### config.mk
export PLATFORM = sky130hd
export DESIGN_NAME = absorb_top
export DESIGN_NICKNAME = d
export VERILOG_FILES = /design/src/absorb_pkg.sv /design/src/block_if.sv /design/src/load_fsm.sv /design/src/control_regs.sv /design/src/sipo_buffer.sv /design/src/block_absorber.sv /design/src/absorb_top.sv
export SDC_FILE = /design/constraint.sdc
export NUM_CORES = 1
export LEC_CHECK = 0
export ABC_AREA = 1
export BUFFER_PORTS_ARGS = -buffer_cell sky130_fd_sc_hd__buf_2
export CAP_MARGIN = 15
export CORE_MARGIN = 2
export CORE_UTILIZATION = 54
export DETAILED_ROUTE_END_ITERATION = 8
export PLACE_DENSITY = 0.85
export SYNTH_ARGS = -nofsm -noshare
export SYNTH_HDL_FRONTEND = slang
export SYNTH_SLANG_ARGS = --single-unit
### constraint.sdc
create_clock -name clk -period 6.62 [get_ports clk]
set_input_delay 1.986 -clock clk [delete_from_list [all_inputs] [get_ports clk]]
set_output_delay 1.986 -clock clk [all_outputs]
set_load 0.02 [all_outputs]
### src/absorb_pkg.sv
package absorb_pkg;

    // Datapath geometry
    localparam int WORD_W      = 32;
    localparam int BLOCK_WORDS = 4;
    localparam int DIGEST_W    = WORD_W * BLOCK_WORDS;

    // Index into a block, and a fill counter that can also hold BLOCK_WORDS
    localparam int WORD_IDX_W = $clog2(BLOCK_WORDS);
    localparam int FILL_W     = $clog2(BLOCK_WORDS + 1);

    // Header layout: block count in the low byte, output mode just above it
    localparam int COUNT_W       = 8;
    localparam int HDR_COUNT_LSB = 0;
    localparam int HDR_MODE_BIT  = 8;

    typedef logic [WORD_W-1:0] word_t;

    // One block as it is buffered and absorbed, word 0 first
    typedef word_t block_t [BLOCK_WORDS];

    // Packed digest with state word 0 in the low bits
    typedef logic [DIGEST_W-1:0] digest_t;

    typedef logic [COUNT_W-1:0] count_t;

    // Loader control states
    typedef enum logic [1:0] {
        restart,
        wait_header,
        wait_load,
        load
    } load_state_t;

endpackage

### src/block_if.sv
interface block_if import absorb_pkg::*; ();

    // Block words held in the input buffer
    block_t blk;

    // Set by the handoff strobe, cleared when the absorber takes the block
    logic pending;

    // Tags captured with the block
    logic last;
    logic mode;

    // One-cycle strobe from the absorber
    logic take;

    modport buf_side (output blk, pending, last, mode, input take);

    modport abs_side (input blk, pending, last, mode, output take);

endinterface

### src/load_fsm.sv
module load_fsm import absorb_pkg::*; (
    input  logic clk,
    input  logic rst,
    input  logic in_valid,
    input  logic buffer_empty,
    input  logic buffer_full,
    input  logic last_input_block,

    output logic in_ready,
    output logic load_enable,
    output logic control_regs_enable,
    output logic copy_control_regs_en,
    output logic input_buffer_ready_wr
);

    load_state_t current_state;
    load_state_t next_state;

    always_ff @(posedge clk or posedge rst) begin
        if (rst) begin
            current_state <= restart;
        end else begin
            current_state <= next_state;
        end
    end

    always_comb begin
        next_state            = current_state;
        in_ready              = 1'b0;
        load_enable           = 1'b0;
        control_regs_enable   = 1'b0;
        copy_control_regs_en  = 1'b0;
        input_buffer_ready_wr = 1'b0;

        unique case (current_state)
            // Single pass state after reset
            restart: begin
                next_state = wait_header;
            end

            // The first valid word of a message is the header. It is consumed
            // here so that it never reaches the buffer
            wait_header: begin
                if (in_valid) begin
                    in_ready            = 1'b1;
                    control_regs_enable = 1'b1;
                    next_state          = wait_load;
                end
            end

            // Hold off the source until the absorber has taken the previous block
            wait_load: begin
                if (buffer_empty) begin
                    // The previous last block is already tagged and gone, so the
                    // second-stage mode can follow the current message
                    copy_control_regs_en = 1'b1;
                    next_state           = load;
                end
            end

            // One word per handshake until the block is complete
            load: begin
                if (!buffer_full) begin
                    if (in_valid) begin
                        in_ready    = 1'b1;
                        load_enable = 1'b1;
                    end
                end else begin
                    input_buffer_ready_wr = 1'b1;
                    next_state = last_input_block ? wait_header : wait_load;
                end
            end

            default: begin
                next_state = restart;
            end
        endcase
    end

endmodule

### src/control_regs.sv
module control_regs import absorb_pkg::*; (
    input  logic  clk,
    input  logic  rst,
    input  word_t in_data,
    input  logic  control_regs_enable,
    input  logic  input_buffer_ready_wr,
    input  logic  copy_control_regs_en,

    output logic  last_input_block,
    output logic  stage2_mode
);

    // First stage: blocks still to be handed off, and the header mode
    count_t blocks_left;
    logic   stage1_mode;

    always_ff @(posedge clk or posedge rst) begin
        if (rst) begin
            blocks_left <= '0;
            stage1_mode <= 1'b0;
        end else if (control_regs_enable) begin
            blocks_left <= in_data[HDR_COUNT_LSB +: COUNT_W];
            stage1_mode <= in_data[HDR_MODE_BIT];
        end else if (input_buffer_ready_wr) begin
            blocks_left <= blocks_left - count_t'(1);
        end
    end

    // Second stage copy, read by the buffer when it tags a block
    always_ff @(posedge clk or posedge rst) begin
        if (rst) begin
            stage2_mode <= 1'b0;
        end else if (copy_control_regs_en) begin
            stage2_mode <= stage1_mode;
        end
    end

    assign last_input_block = (blocks_left == count_t'(1));

endmodule

### src/sipo_buffer.sv
module sipo_buffer import absorb_pkg::*; (
    input  logic  clk,
    input  logic  rst,
    input  word_t in_data,
    input  logic  load_enable,
    input  logic  input_buffer_ready_wr,
    input  logic  last_input_block,
    input  logic  stage2_mode,

    output logic  buffer_empty,
    output logic  buffer_full,

    block_if.buf_side bus
);

    logic [FILL_W-1:0] fill_cnt;
    block_t            words;

    // Word storage, addressed by the fill counter
    always_ff @(posedge clk) begin
        if (load_enable) begin
            words[fill_cnt[WORD_IDX_W-1:0]] <= in_data;
        end
    end

    // The counter stays at BLOCK_WORDS until the absorber takes the block,
    // which keeps the buffer full and the loader stalled
    always_ff @(posedge clk or posedge rst) begin
        if (rst) begin
            fill_cnt    <= '0;
            bus.pending <= 1'b0;
            bus.last    <= 1'b0;
            bus.mode    <= 1'b0;
        end else begin
            if (bus.take) begin
                fill_cnt    <= '0;
                bus.pending <= 1'b0;
            end else if (load_enable) begin
                fill_cnt <= fill_cnt + FILL_W'(1);
            end

            if (input_buffer_ready_wr) begin
                bus.pending <= 1'b1;
                bus.last    <= last_input_block;
                bus.mode    <= stage2_mode;
            end
        end
    end

    assign bus.blk = words;

    assign buffer_empty = (fill_cnt == FILL_W'(0));
    assign buffer_full  = (fill_cnt == FILL_W'(BLOCK_WORDS));

endmodule

### src/block_absorber.sv
module block_absorber import absorb_pkg::*; (
    input  logic    clk,
    input  logic    rst,

    block_if.abs_side bus,

    output digest_t digest,
    output logic    digest_valid
);

    // Absorbing a block, and the single cycle that presents the digest
    logic busy;
    logic emit;

    logic [WORD_IDX_W-1:0] idx;
    logic                  last_q;
    logic                  mode_q;

    block_t  blk_q;
    block_t  state;
    word_t   mixed;
    digest_t packed_state;

    assign bus.take = bus.pending && !busy && !emit;

    // Local copy so the buffer can refill while this block is absorbed
    always_ff @(posedge clk) begin
        if (bus.take) begin
            blk_q <= bus.blk;
        end
    end

    assign mixed = state[idx] ^ blk_q[idx];

    always_ff @(posedge clk or posedge rst) begin
        if (rst) begin
            busy   <= 1'b0;
            emit   <= 1'b0;
            idx    <= '0;
            last_q <= 1'b0;
            mode_q <= 1'b0;
            state  <= '{default: '0};
        end else if (bus.take) begin
            busy   <= 1'b1;
            idx    <= '0;
            last_q <= bus.last;
            mode_q <= bus.mode;
        end else if (busy) begin
            // XOR in one word and rotate left by one bit
            state[idx] <= {mixed[WORD_W-2:0], mixed[WORD_W-1]};
            idx        <= idx + WORD_IDX_W'(1);
            if (idx == WORD_IDX_W'(BLOCK_WORDS - 1)) begin
                busy <= 1'b0;
                emit <= last_q;
            end
        end else if (emit) begin
            // Digest is out this cycle, start the next message from zero
            emit  <= 1'b0;
            state <= '{default: '0};
        end
    end

    always_comb begin
        for (int i = 0; i < BLOCK_WORDS; i++) begin
            packed_state[i*WORD_W +: WORD_W] = state[i];
        end
    end

    // Mode 1 inverts every digest bit
    assign digest       = packed_state ^ {DIGEST_W{mode_q}};
    assign digest_valid = emit;

endmodule

### src/absorb_top.sv
module absorb_top import absorb_pkg::*; (
    input  logic    clk,
    input  logic    rst,
    input  word_t   in_data,
    input  logic    in_valid,
    output logic    in_ready,
    output digest_t digest,
    output logic    digest_valid
);

    logic load_enable;
    logic control_regs_enable;
    logic copy_control_regs_en;
    logic input_buffer_ready_wr;
    logic buffer_empty;
    logic buffer_full;
    logic last_input_block;
    logic stage2_mode;

    block_if blk_bus ();

    load_fsm u_load_fsm (
        .clk                   (clk),
        .rst                   (rst),
        .in_valid              (in_valid),
        .buffer_empty          (buffer_empty),
        .buffer_full           (buffer_full),
        .last_input_block      (last_input_block),
        .in_ready              (in_ready),
        .load_enable           (load_enable),
        .control_regs_enable   (control_regs_enable),
        .copy_control_regs_en  (copy_control_regs_en),
        .input_buffer_ready_wr (input_buffer_ready_wr)
    );

    control_regs u_control_regs (
        .clk                   (clk),
        .rst                   (rst),
        .in_data               (in_data),
        .control_regs_enable   (control_regs_enable),
        .input_buffer_ready_wr (input_buffer_ready_wr),
        .copy_control_regs_en  (copy_control_regs_en),
        .last_input_block      (last_input_block),
        .stage2_mode           (stage2_mode)
    );

    sipo_buffer u_sipo_buffer (
        .clk                   (clk),
        .rst                   (rst),
        .in_data               (in_data),
        .load_enable           (load_enable),
        .input_buffer_ready_wr (input_buffer_ready_wr),
        .last_input_block      (last_input_block),
        .stage2_mode           (stage2_mode),
        .buffer_empty          (buffer_empty),
        .buffer_full           (buffer_full),
        .bus                   (blk_bus.buf_side)
    );

    block_absorber u_block_absorber (
        .clk          (clk),
        .rst          (rst),
        .bus          (blk_bus.abs_side),
        .digest       (digest),
        .digest_valid (digest_valid)
    );

endmodule

After elaboration in Yosys (flattened, before gate mapping)
Index checks and enable logic that the tools add are counted.

Logic and storage cells: 104. Memories kept: 0. Bits in latches: 0. Register bits after elaboration: 408. Output and inout bits: 130. Memory bits (writable): 0. ROM bits: 0.

Equal/unequal tests: 10. Div/mod/pow operators: 0. Mux-type cells: 41. Order comparisons: 4. Multiply operators: 0. Bitwise operators: 5. Shifts and indexed selects: 0. Add/subtract/negate cells: 3. Reduce and logical (&&, ||, !) cells: 16.

Operators with widths (number): bitwise mux 128 bit (2); two-way mux 128 bit (2); two-way mux 32 bit (6); binary-select mux 32 bit (select 2 bit) (2); demux 32 bit (select 2 bit) (2); bitwise XOR 128 bit (1); bitwise XOR 32 bit (1); two-way mux 8 bit (2); two-way mux 1 bit (15); two-way mux 2 bit (6); nonzero test 2 bit (5); == test 8 x 1 -> 1 bit (second input constant) (1); one-hot mux 2 bit (4 select lines) (1); subtractor 8 x 1 -> 8 bit (second input constant) (1); == test 2 bit (second input constant) (3); >= comparator 3 bit (second input constant) (2); < comparator 3 x 1 -> 1 bit (second input constant) (2); two-way mux 3 bit (2); != test 2 bit (second input constant) (3); NOT 2 -> 3 bit (2); logical AND 1 bit (4); AND reduction 2 bit (2); adder 3 x 1 -> 3 bit (second input constant) (1); == test 3 bit (second input constant) (1); 9 further kinds (10).

Longest topological paths before layout
Gate-level depths: netlist (run 1).

Depth in word-level cells: 7. Mapped depth: 10. Gate-level depth less buffers: 9.

Cells and area by module
Synthesis (run 1) repeated with hierarchy kept, for this count alone.

Cells, all modules: 2019. Area, all modules: 18900.6 um2.

Modules (own cells, without submodules): block_absorber (instances 1, area each 13862.0 um2, cells each 1738); sipo_buffer (instances 1, area each 4225.3 um2, cells each 174); control_regs (instances 1, area each 639.4 um2, cells each 79); load_fsm (instances 1, area each 173.9 um2, cells each 28).

Least setup slack after synthesis (run 1)
OpenSTA, ideal clock, no wires.

Kind: register to register. Start: register u_block_absorber.busy. End: register u_sipo_buffer.fill_cnt[0]. Path slack: 0.138 ns. Data arrival time: 6.352 ns. Cell stages (with the launch flop): 6. Data required time: 6.490 ns. Path through: dfrtp_1 buf_2 nor3_2 inv_2 nand2_2 o21ai_1.

Cells in the longest elaborated chain, start to end: 4. Elaborated cells on any way between the ends: 5. Those cells by class: mux: 1; reduce/logical: 4.

Ends and longest elaborated chain: start: declaration (RTL line block_absorber.sv:12) `logic busy;`; start signal: assignment (RTL line block_absorber.sv:37) `busy <= 1'b0;`; start signal: assignment (RTL line block_absorber.sv:44) `busy <= 1'b1;`; start signal: assignment (RTL line block_absorber.sv:53) `busy <= 1'b0;`; zero test 1 bit * (RTL line block_absorber.sv:24) `assign bus.take = bus.pending && !busy && !emit;`; logical AND 1 bit * (2 in series) (RTL line block_absorber.sv:24); named net blk_bus.take (RTL line block_if.sv:14) `logic take;`; two-way mux 3 bit / nonzero test 2 bit (equally long branches); end signal: assignment (RTL line sipo_buffer.sv:39) `fill_cnt <= fill_cnt + FILL_W'(1);`; end: declaration (RTL line sipo_buffer.sv:16) `logic [FILL_W-1:0] fill_cnt;`.

Mark *: on every way through the listed nets, which the timed path passes. The rest lies on a longest branch. A chain may end at the register's enable or synchronous reset.

Final worst setup path (run 1)
Start: input port in_valid. End: output port in_ready.

Cells in the longest elaborated chain, start to end: 3.

Ends and longest elaborated chain: start: declaration (RTL line absorb_top.sv:5) `input logic in_valid,`; two-way mux 1 bit * (RTL line load_fsm.sv:44, load_fsm.sv:64); two-way mux 1 bit (RTL line load_fsm.sv:63) `if (!buffer_full) begin`; one-hot mux 1 bit (2 select lines) * (RTL line load_fsm.sv:35) `unique case (current_state)`; end: declaration (RTL line absorb_top.sv:6) `output logic in_ready,`.

Every way passes the cells marked *; elsewhere a longest branch is shown, timed or not.

==> key figures, run 1 <==
Floorplan
  – Core area: 0.0343 mm2
  – Chip width: 190 um
  – Initial Util: between 50 and 60%
  – Ports: roughly 170
  – Row cnt: 68
  – Die height: 190 um
  – Die footprint: 0.0360 mm2

Worst setup path
  – FF-to-FF setup slack: 2.47 ns
  – Reg2Reg Depth: 7
  – Crit. End Element: primary output
  – Req. time, crit path: 4.63 ns
  – Worst setup SP type: primary input
  – Cells along the critical path: buf_2 -> nand3_2 -> nand2_1 -> buf_2
  – WS Path Type: primary input to primary output
  – Most numerous cell on the critical path: buf_2
  – Worst path slowest cell: nand3_2
  – Worst Path Max Fanout: 16
  – Max incr delay on CP: 0.32 ns
  – CP arrival: ~2.8 ns

Yosys
  – Unique masters post-synth: 28
  – Post-Syn Area per Cell: 9.23 um2
  – Synth top area cells: edfxtp_1, dfrtp_1, nand2_1
  – Seq/Total Area, Yosys: 61.6%
  – Fraction of registers with async set or reset after synthesis: 37.3%
  – Synth Flop Type: edfxtp_1
  – Syn Nets: 2066
  – Cells after synthesis: roughly 2000
  – Post-synth EDFFs: 256
  – Netlist area before placement: 0.0186 mm2
  – Synthesis Warnings: 0
  – Most common cell in the netlist: nand2_1
  – Largest area contributor in the netlist: edfxtp_1
  – Synth top area share: 41.2%
  – Synth top cells by count: nand2_1, inv_1, edfxtp_1
  – Yosys reg bits: around 400

Clocking
  – Clock root cell: clkbuf_16
  – Hold_buf cts: 0
  – Clock slew at reported path FFs: 0.06 ns
  – Num CTS Buffers: 40
  – # Post-CTS Setup Buffers: 0
  – Clock Latency Late Sink: 0.54 ns
  – TritonCTS clock tree: built
  – # H-tree levels: 2
  – CTS Buffer Depth: 3
  – Cts repair resizes: 0
  – CTS Sinks: roughly 400

Power
  – Pleak: 10.9 nW
  – PD cells: approximately 530 mW/mm2
  – Worst IR drop on VDD: between 0.2 and 0.3 mV

STA
  – RSZ-0062 raised after global routing: false
  – Achievable Freq: 0.208 GHz
  – Slew HR: 15.0%
  – Post-route setup slack: 1.82 ns
  – Fin. Hold Viols: 0
  – Max Slew Vio Count: 0
  – Post-route minimum period: 4.80 ns
  – Setup TNS: 0 ns
  – Slew @ Worst Pin: 1.27 ns
  – # setup viols final: 0
  – Clock skew: 0.0159 ns
  – Period Utilization, post-route: 72.6%

Final layout
  – Multi-input gate area: 0.00574 mm2
  – Fillcell total: 2653
  – Register area: 0.0115 mm2
  – NumNets Final: 2225
  – Area growth from synthesis to layout: 14.0%
  – Layout cells sized above 1: between 10% and 20%

Hold path
  – Min-delay worst type: register to register
  – WHS Path Cells: 0

Drt
  – Routed WL per cell: 16.7 um
  – Post-route ant nets: 0
  – Vias per inst: 5.15
  – # DRC: 0
  – Vias: 13800
  – Iter 0 DRT Violations: 1269
  – Drt total wl: 44.6 mm
  – DR pass1 iterations: 6

Global route
  – Pin count of the biggest net entering global routing: 89
  – Vias in the first global route: 13400
  – First-pass GRT wire length: 69.5 mm
  – Overflow after GRT: 0
  – GRT Total Usage: ~25%
  – Initial antenna violation count: 4

Placement
  – Buffers on Ports: 164
  – RePlAce Congestion: 0.814
  – Hpwl dp: 26.9 mm
  – Pre-CTS WS: 1.84 ns

Flow run
  – Maximum capacitance violations: 0

Status
  – Outcome: complete, no violations
-- cell families (layout without fill, tap and decap cells) --
| family | count (synthesis) | after routing | share of synthesized area, % |
|---|---|---|---|
| adders and majority gates | 10 | 10 | 0.671 |
| AOI/OAI and AO/OA | 27 | 27 | 0.865 |
| xor gates and xnor gates | 129 | 129 | 6.06 |
| DFF | 408 | 408 | 61.6 |
| other | 0 | 4 | 0 |
| and+or+nand+nor | 1088 | 1088 | 23.0 |
| buffers and inverters | 359 | 550 | 7.82 |
-- registers in the layout, indices dropped and copies added, names as in the netlist --
signal                         flops
u_block_absorber.blk_q           128
u_block_absorber.digest_valid      1
u_sipo_buffer.bus.mode             1
u_block_absorber.last_q            1
u_sipo_buffer.bus.blk            128
u_block_absorber.idx               2
u_load_fsm.current_state           2
u_block_absorber.packed_state    128
u_sipo_buffer.fill_cnt             3
u_control_regs.blocks_left         8
u_block_absorber.mode_q            1
u_control_regs.stage2_mode         1
u_control_regs.stage1_mode         1
u_sipo_buffer.bus.pending          1
u_block_absorber.busy              1
u_sipo_buffer.bus.last             1
-- layout make-up --
class | count | share of cell area, %
flip-flops and latches | 408 | 54.1
repair buffers | 179 | 4.60
clock buffers | 52 | 5.41
inverters | 297 | 5.28
clock inverters | 22 | 0.953
multi-input cells | 1254 | 27.0
well taps | 455 | 2.68
diodes | 4 | 0.0471
-- cell usage in the layout (no fill, tap or decap), drive strengths merged --
cell      instances
nand2           973
inv             299
edfxtp          256
buf             179
dfrtp           152
xor2            129
nand3            81
clkbuf           52
nor2             30
o21ai            18
clkinv           12
ha               10
clkinvlp          5
diode             4
o211ai            4
a21oi             3
bufinv            3
o22ai             2
nor3              2
or2               1
nand4             1
-- worst paths after layout --
check | start | endpoint
worst max-delay path | in_valid | in_ready
worst min-delay path | u_sipo_buffer.bus.blk[121] | u_block_absorber.blk_q[121]
worst max register to register | u_block_absorber.idx[1] | u_block_absorber.packed_state[40]
worst min register to register | u_sipo_buffer.bus.blk[121] | u_block_absorber.blk_q[121]
max in group asynchronous | rst | u_block_absorber.packed_state[12]
min in group asynchronous | rst | u_block_absorber.packed_state[1]
-- per-layer routing --
| layer | global-route usage (%) | part of all wire (%) |
|---|---|---|
| met5 | 0 | 0.036 |
| met4 | 11.9 | 3.9 |
| met3 | 3.87 | 8.1 |
| met2 | 42.8 | 50 |
| met1 | 31.1 | 38 |
-- metrics by stage --
step           utilization (%)  cells  hold slack [ns]  total power [W]  area, um2
2_1_floorplan                -   2021            0.400          0.00764      18600
3_3_place_gp              57.9   2590            0.400          0.00864      19800
3_5_place_dp              57.9   2590            0.405          0.00887      19800
4_1_cts                   61.8   2664            0.417           0.0112      21200
5_1_grt                   62.0   2669            0.419           0.0119      21300
6_report                  62.0   2671            0.410           0.0112      21300
-- power breakdown --
group / internal, W / leakage [nW] / switching, W
logic: 0.00149 / 6.00 / 0.00326
clock network: 0.00135 / 0.659 / 0.000964
registers: 0.00341 / 4.22 / 0.000764
-- critical path: cells and delay by family --
kind	cells	cell delay (ns)
AND/OR/NAND/NOR	2	0.54
buffers and inverters	2	0.30
Power figures use the tool's default switching activity.
==> run 2, diff against run 1 <==
--- a/config.mk
+++ b/config.mk
@@ -5,11 +5,11 @@
 export SDC_FILE = /design/constraint.sdc
 export NUM_CORES = 1
 export LEC_CHECK = 0
-export ABC_AREA = 1
+export ABC_AREA = 0
 export BUFFER_PORTS_ARGS = -buffer_cell sky130_fd_sc_hd__buf_2
 export CAP_MARGIN = 15
 export CORE_MARGIN = 2
-export CORE_UTILIZATION = 54
+export CORE_UTILIZATION = 53
 export DETAILED_ROUTE_END_ITERATION = 8
 export PLACE_DENSITY = 0.85
 export SYNTH_ARGS = -nofsm -noshare
==> constraint.sdc (replaced) <==
create_clock -name clk -period 4.3 [get_ports clk]
set_input_delay 1.29 -clock clk [delete_from_list [all_inputs] [get_ports clk]]
set_output_delay 1.29 -clock clk [all_outputs]
set_load 0.02 [all_outputs]
==> run 2 against run 1 <==
Routed wire length is 14% lower. Critical path depth decreased by 1. Combinational power is 35% higher. Cell count down 34%. Via count fell by 27%. Clock-buffer cell count rose by 5. Area after synthesis decreased by 12%. Largest power group is now sequential cells. Register-to-register slack got worse by 0.60 ns. Global-route usage fell by 1.4 points.
==> key figures, run 2 <==
Status
  – Outcome: complete, no violations

Worst setup path
  – Req. time, crit path: around 3 ns
  – Worst setup SP type: register
  – WS Path Type: register to primary output
  – Worst Path Max Fanout: 55
  – CP arrival: 2.18 ns
  – Crit. End Element: primary output

Yosys
  – Post-synth EDFFs: 256
  – Cells after synthesis: 1154
  – Synth top area cells: edfxtp_1, dfrtp_1, xor2_1
  – Yosys reg bits: 408
  – Synth top area share: a little under half
  – Syn Nets: 1199
  – Largest area contributor in the netlist: edfxtp_1
  – Unique masters post-synth: 39
  – Most common cell in the netlist: edfxtp_1
  – Fraction of registers with async set or reset after synthesis: 37.3%
  – Seq/Total Area, Yosys: between 70% and 80%
  – Post-Syn Area per Cell: approximately 14 um2
  – Synth Flop Type: edfxtp_1
  – Synth top cells by count: edfxtp_1, xor2_1, dfrtp_1
  – Synthesis Warnings: 0
  – Netlist area before placement: between 0.015 and 0.02 mm2

Final layout
  – Area growth from synthesis to layout: 16.1%
  – Commonest non-fill, non-tap cell in the layout: edfxtp_1
  – Register area: 0.0115 mm2
  – Fillcell total: 2190
  – Multi-input gate area: 0.00467 mm2
  – Layout cells sized above 1: around a fifth
  – Final core occ: 62.4%
  – NumNets Final: 1370
  – Final instance area: 0.0190 mm2
  – Final Non-Filler Cells: 1755
  – Most frequent cells in the layout: edfxtp_1, xor2_1, buf_2

Floorplan
  – Core area: just over 0.03 mm2
  – Initial Util: 53.8%
  – Row cnt: 64
  – Ports: 165
  – Die footprint: between 0.03 and 0.04 mm2
  – Die height: around 180 um
  – Chip width: 180 um

Clocking
  – Clock root cell: clkbuf_16
  – Clock Latency Late Sink: 0.52 ns
  – Cts repair resizes: 0
  – # Post-CTS Setup Buffers: 0
  – CTS Buffer Depth: 3
  – Num CTS Buffers: 39
  – Hold_buf cts: 0
  – TritonCTS clock tree: built
  – Clock slew at reported path FFs: 0.07 ns
  – # H-tree levels: 2
  – CTS Sinks: 408

Power
  – Reg power frac: 40.4%
  – Pleak: 7.90 nW
  – Net switching power: ~0.0067 W
  – Internal Dissipation: just under 0.01 W
  – Net Sw Frac: 40.5%
  – Comb pwr share: 38.9%
  – PD cells: 863 mW/mm2
  – Clk network pwr share: 20.7%
  – Worst IR drop on VDD: 0.485 mV
  – Total Power: 0.0164 W

Global route
  – Overflow after GRT: 0
  – First-pass GRT wire length: 58.7 mm
  – Initial antenna violation count: 4
  – Pin count of the biggest net entering global routing: 73
  – GRT Total Usage: 23.5%
  – Vias in the first global route: ~10000

Drt
  – Iter 0 DRT Violations: 1025
  – Routed WL per cell: 21.9 um
  – Drt total wl: between 30 and 40 mm
  – Vias: roughly 10000
  – DR pass1 iterations: 6
  – # DRC: 0
  – Post-route ant nets: 0
  – Vias per inst: around 5.7

Flow run
  – Maximum capacitance violations: 0

Placement
  – Buffers on Ports: between 150 and 200
  – DP Area: around 0.018 mm2
  – RePlAce Congestion: 0.832
  – Hpwl dp: 23.8 mm
  – Cells after DPL: between 1500 and 2000

STA
  – Fin. Hold Viols: 0
  – # setup viols final: 0
  – RSZ-0062 raised after global routing: false
  – Clock skew: 0.0116 ns
  – Slew HR: 22.9%
  – Achievable Freq: a little under 0.3 GHz
  – Setup TNS: 0 ns
  – Slew @ Worst Pin: 1.15 ns
  – Max Slew Vio Count: 0
  – Period Utilization, post-route: about four fifths
  – Post-route minimum period: about 3.5 ns

Hold path
  – Min-delay worst type: register to register
-- run 2: cell types whose count changed in the layout (fill, tap and decap cells not counted), moves of 60 or more --
| cell | before | now |
|---|---|---|
| nand2_1 | 968 | 150 |
| inv_1 | 283 | 8 |
| nand3_1 | 80 | 1 |
| xnor2_1 | 0 | 72 |
| xor2_1 | 129 | 194 |
| o21ai_0 | 11 | 71 |
| o21ai_1 | 6 | 66 |
-- run 2: final timing paths --
| check | from | endpoint | depth (start not counted) | slack (ns) |
|---|---|---|---|---|
| worst max-delay path | u_block_absorber.mode_q | digest[16] | 3 | 0.83 |
| worst min-delay path | u_sipo_buffer.bus.blk[58] | u_block_absorber.blk_q[58] | 0 | 0.41 |
| worst max register to register | u_block_absorber.busy | u_block_absorber.blk_q[103] | 4 | 1.87 |
| worst min register to register | u_sipo_buffer.bus.blk[58] | u_block_absorber.blk_q[58] | 0 | 0.41 |
| max in group asynchronous | rst | u_control_regs.blocks_left[3] | 4 | 2.78 |
| min in group asynchronous | rst | u_block_absorber.packed_state[50] | 2 | 0.70 |
-- run 2: final cells by class --
class / count / share of cell area [%]
sequential: 408 / 60.4
multi-input combinational: 679 / 24.5
clock buffer: 57 / 5.92
timing repair buffer: 187 / 5.55
tap: 396 / 2.60
clock inverter: 14 / 0.756
inverter: 10 / 0.230
antenna: 4 / 0.0526
-- run 2: logic make-up after synthesis --
| kind of cell | share of synthesized area [%] |
|---|---|
| flops | 70.1 |
| xor+xnor | 14.2 |
| compound gates | 7.89 |
| simple gates | 4.78 |
| buf+inv | 1.89 |
| fa+ha+maj | 0.763 |
| mux | 0.404 |
-- run 2: critical path, cell delays in order, from the launching register on --
cell and delay (ns):
dfrtp_4 0.79, buf_12 0.38, xor2_1 0.22, buf_2 0.20
-- run 2: per-stage QoR --
step	hold WS, ns	setup WS [ns]
3_5_place_dp	0.405	1.24
5_1_grt	0.421	0.740
4_1_cts	0.414	0.814
6_report	0.407	0.831
2_1_floorplan	0.400	0.489
3_3_place_gp	0.400	1.23
-- run 2: per-layer routing --
layer | share of wire (%) | up-vias | global-route usage, % | routed length (um)
li1 | - | 4425 | - | -
met1 | 38 | 4972 | 30.4 | 14600
met2 | 50 | 573 | 39.8 | 19300
met3 | 8.4 | 107 | 3.83 | 3220
met4 | 3.2 | 2 | 9.92 | 1210
met5 | 0.034 | - | 0 | 13
-- run 2: power by group through the flow --
stage	Combinational [W]	Clock, W	Sequential (W)
after floorplan	0.00452	0	0.00626
after CTS	0.00641	0.00342	0.00662
after global placement	0.00611	0	0.00661
after detailed placement	0.00635	0	0.00667
after global routing	0.00693	0.00357	0.00674
final	0.00640	0.00340	0.00663
==> run 3, diff against run 2 <==
--- a/config.mk
+++ b/config.mk
@@ -5,13 +5,13 @@
 export SDC_FILE = /design/constraint.sdc
 export NUM_CORES = 1
 export LEC_CHECK = 0
-export ABC_AREA = 0
+export ABC_AREA = 1
 export BUFFER_PORTS_ARGS = -buffer_cell sky130_fd_sc_hd__buf_2
 export CAP_MARGIN = 15
 export CORE_MARGIN = 2
-export CORE_UTILIZATION = 53
+export CORE_UTILIZATION = 60
 export DETAILED_ROUTE_END_ITERATION = 8
-export PLACE_DENSITY = 0.85
+export PLACE_DENSITY = 0.89
 export SYNTH_ARGS = -nofsm -noshare
 export SYNTH_HDL_FRONTEND = slang
 export SYNTH_SLANG_ARGS = --single-unit
==> constraint.sdc (replaced) <==
create_clock -name clk -period 3.3 [get_ports clk]
set_input_delay 0.99 -clock clk [delete_from_list [all_inputs] [get_ports clk]]
set_output_delay 0.99 -clock clk [all_outputs]
set_load 0.02 [all_outputs]
==> run 3 against run 2 <==
Critical path depth up 5. Largest cell class unchanged. Register-to-register slack worse by 1.4 ns. Via count up 42%. Routed wire length up 23%. Sequential share of layout area down 6.5 points. First-iteration DRC count up 69%.
==> key figures, run 3 (synthesis gave the netlist of run 1 again) <==
Final layout
  – Layout cells sized above 1: between 10% and 20%
  – Final instance area: 0.0213 mm2
  – Fillcell total: about 2000
  – Final core occ: between 60% and 70%
  – NumNets Final: around 2200
  – Most frequent cells in the layout: nand2_1, inv_1, edfxtp_1
  – Commonest non-fill, non-tap cell in the layout: nand2_1
  – Area growth from synthesis to layout: 14.4%

Clocking
  – Cts repair resizes: 0
  – Clock Latency Late Sink: 0.54 ns
  – TritonCTS clock tree: built
  – Clock root cell: clkbuf_16
  – Num CTS Buffers: 39
  – # Post-CTS Setup Buffers: 0
  – Clock slew at reported path FFs: 0.06 ns
  – CTS Buffer Depth: 3
  – # H-tree levels: 2
  – CTS Sinks: around 410
  – Hold_buf cts: 0

Global route
  – Overflow after GRT: 0
  – Initial antenna violation count: 3
  – First-pass GRT wire length: 74.7 mm
  – GRT Total Usage: between 20% and 30%
  – Pin count of the biggest net entering global routing: about 130
  – Vias in the first global route: roughly 15000

STA
  – Clock skew: 0.0208 ns
  – Max Slew Vio Count: 0
  – # setup viols final: 0
  – Slew @ Worst Pin: 1.16 ns
  – Fin. Hold Viols: 0
  – Slew HR: between 20% and 30%
  – Post-route minimum period: about 3.2 ns
  – Setup TNS: 0 ns
  – RSZ-0062 raised after global routing: false
  – Achievable Freq: 0.313 GHz
  – Post-route setup slack: 0.104 ns
  – Period Utilization, post-route: 96.8%

Drt
  – Post-route ant nets: 0
  – Routed WL per cell: 18.1 um
  – # DRC: 0
  – Iter 0 DRT Violations: 1729
  – Vias: 14300
  – DR pass1 iterations: 8
  – Drt total wl: 47.4 mm
  – Vias per inst: 5.47

Worst setup path
  – Cell family with most CP delay: buffers and inverters
  – Worst path slowest cell: dfrtp_1
  – Req. time, crit path: between 2 and 2.5 ns
  – Worst Path Max Fanout: 6
  – Max incr delay on CP: 0.41 ns
  – Worst setup SP type: register
  – CP arrival: 2.21 ns
  – R2R Path Start: u_block_absorber.idx[1]
  – WS Path Type: register to primary output
  – Crit path launch: u_sipo_buffer.fill_cnt[0]
  – Most numerous cell on the critical path: nand2_2
  – Cells along the critical path: inv_1 -> ha_1 -> nand2_2 -> nand2_2 -> nor2_4 -> inv_2 -> nand2_1 -> buf_2
  – CP Buf/Inv Count: 3
  – Crit. End Element: primary output

Power
  – Worst IR drop on VDD: 0.591 mV
  – PD cells: 1070 mW/mm2
  – Pleak: 10.9 nW

Floorplan
  – Core area: roughly 0.03 mm2
  – Initial Util: between 60% and 70%
  – Die height: about 180 um
  – Die footprint: approximately 0.033 mm2
  – Chip width: about 180 um
  – Row cnt: 64
  – Ports: 165

Hold path
  – Hold Startpoint: u_sipo_buffer.bus.blk[63]
  – Min-delay worst type: register to register

Placement
  – Pre-CTS WS: between 0.5 and 0.6 ns
  – DP Area: 0.0200 mm2
  – Hpwl dp: 29.5 mm
  – RePlAce Congestion: approximately 0.83
  – Buffers on Ports: between 150 and 200

Flow run
  – Maximum capacitance violations: 0

Status
  – Outcome: complete, no violations
[run 3: cell count changes in the layout (fill, tap and decap cells not counted), moves of 9 or more]
cell	delta
o21ai_1	-60
nor2_4	+9
xor2_1	-65
nand2_1	+818
o21ai_0	-60
o22ai_1	-30
inv_2	+12
nor2_1	+11
nand3_1	+78
xnor2_1	-72
a221o_1	-32
inv_1	+275
[run 3: routing by layer]
metal	up-vias	wire length [um]	track usage, %
met5	-	0	0
met4	0	3190	20.5
met3	293	4920	5.90
met2	998	22400	47.2
met1	6558	16900	35.3
li1	6500	-	-
[run 3: stage by stage]
step	instances	total power (W)	hold WS [ns]
after floorplan	2021	0.0153	0.400
after global placement	2548	0.0173	0.400
after detailed placement	2548	0.0179	0.405
after CTS	2619	0.0228	0.413
after global routing	2621	0.0242	0.422
final	2623	0.0229	0.410
[run 3: final timing paths]
kind | to | cells past startpoint | slack, ns
setup / recovery | in_ready | 8 | 0.10
hold reg to reg | u_block_absorber.blk_q[63] | 0 | 0.41
hold / removal | u_block_absorber.blk_q[63] | 0 | 0.41
max in group asynchronous | u_block_absorber.idx[0] | 3 | 1.94
setup reg to reg | u_block_absorber.packed_state[42] | 7 | 0.45
min in group asynchronous | u_block_absorber.packed_state[107] | 2 | 0.57
[run 3: area by class of cell]
class,count,area (um2),area share (%)
clock inverter,13,191,0.897
inverter,297,1120,5.25
tap,396,495,2.32
clock buffer,58,1150,5.40
timing repair buffer,193,1130,5.28
sequential,408,11500,53.9
antenna,4,10.0,0.0469
multi-input combinational,1254,5740,26.9
[run 3: where the power goes]
group	leakage, nW	internal, W	switching, W
combinational	6.07	0.00306	0.00676
sequential	4.22	0.00684	0.00155
clock	0.658	0.00281	0.00189
total	10.9	0.0127	0.0102
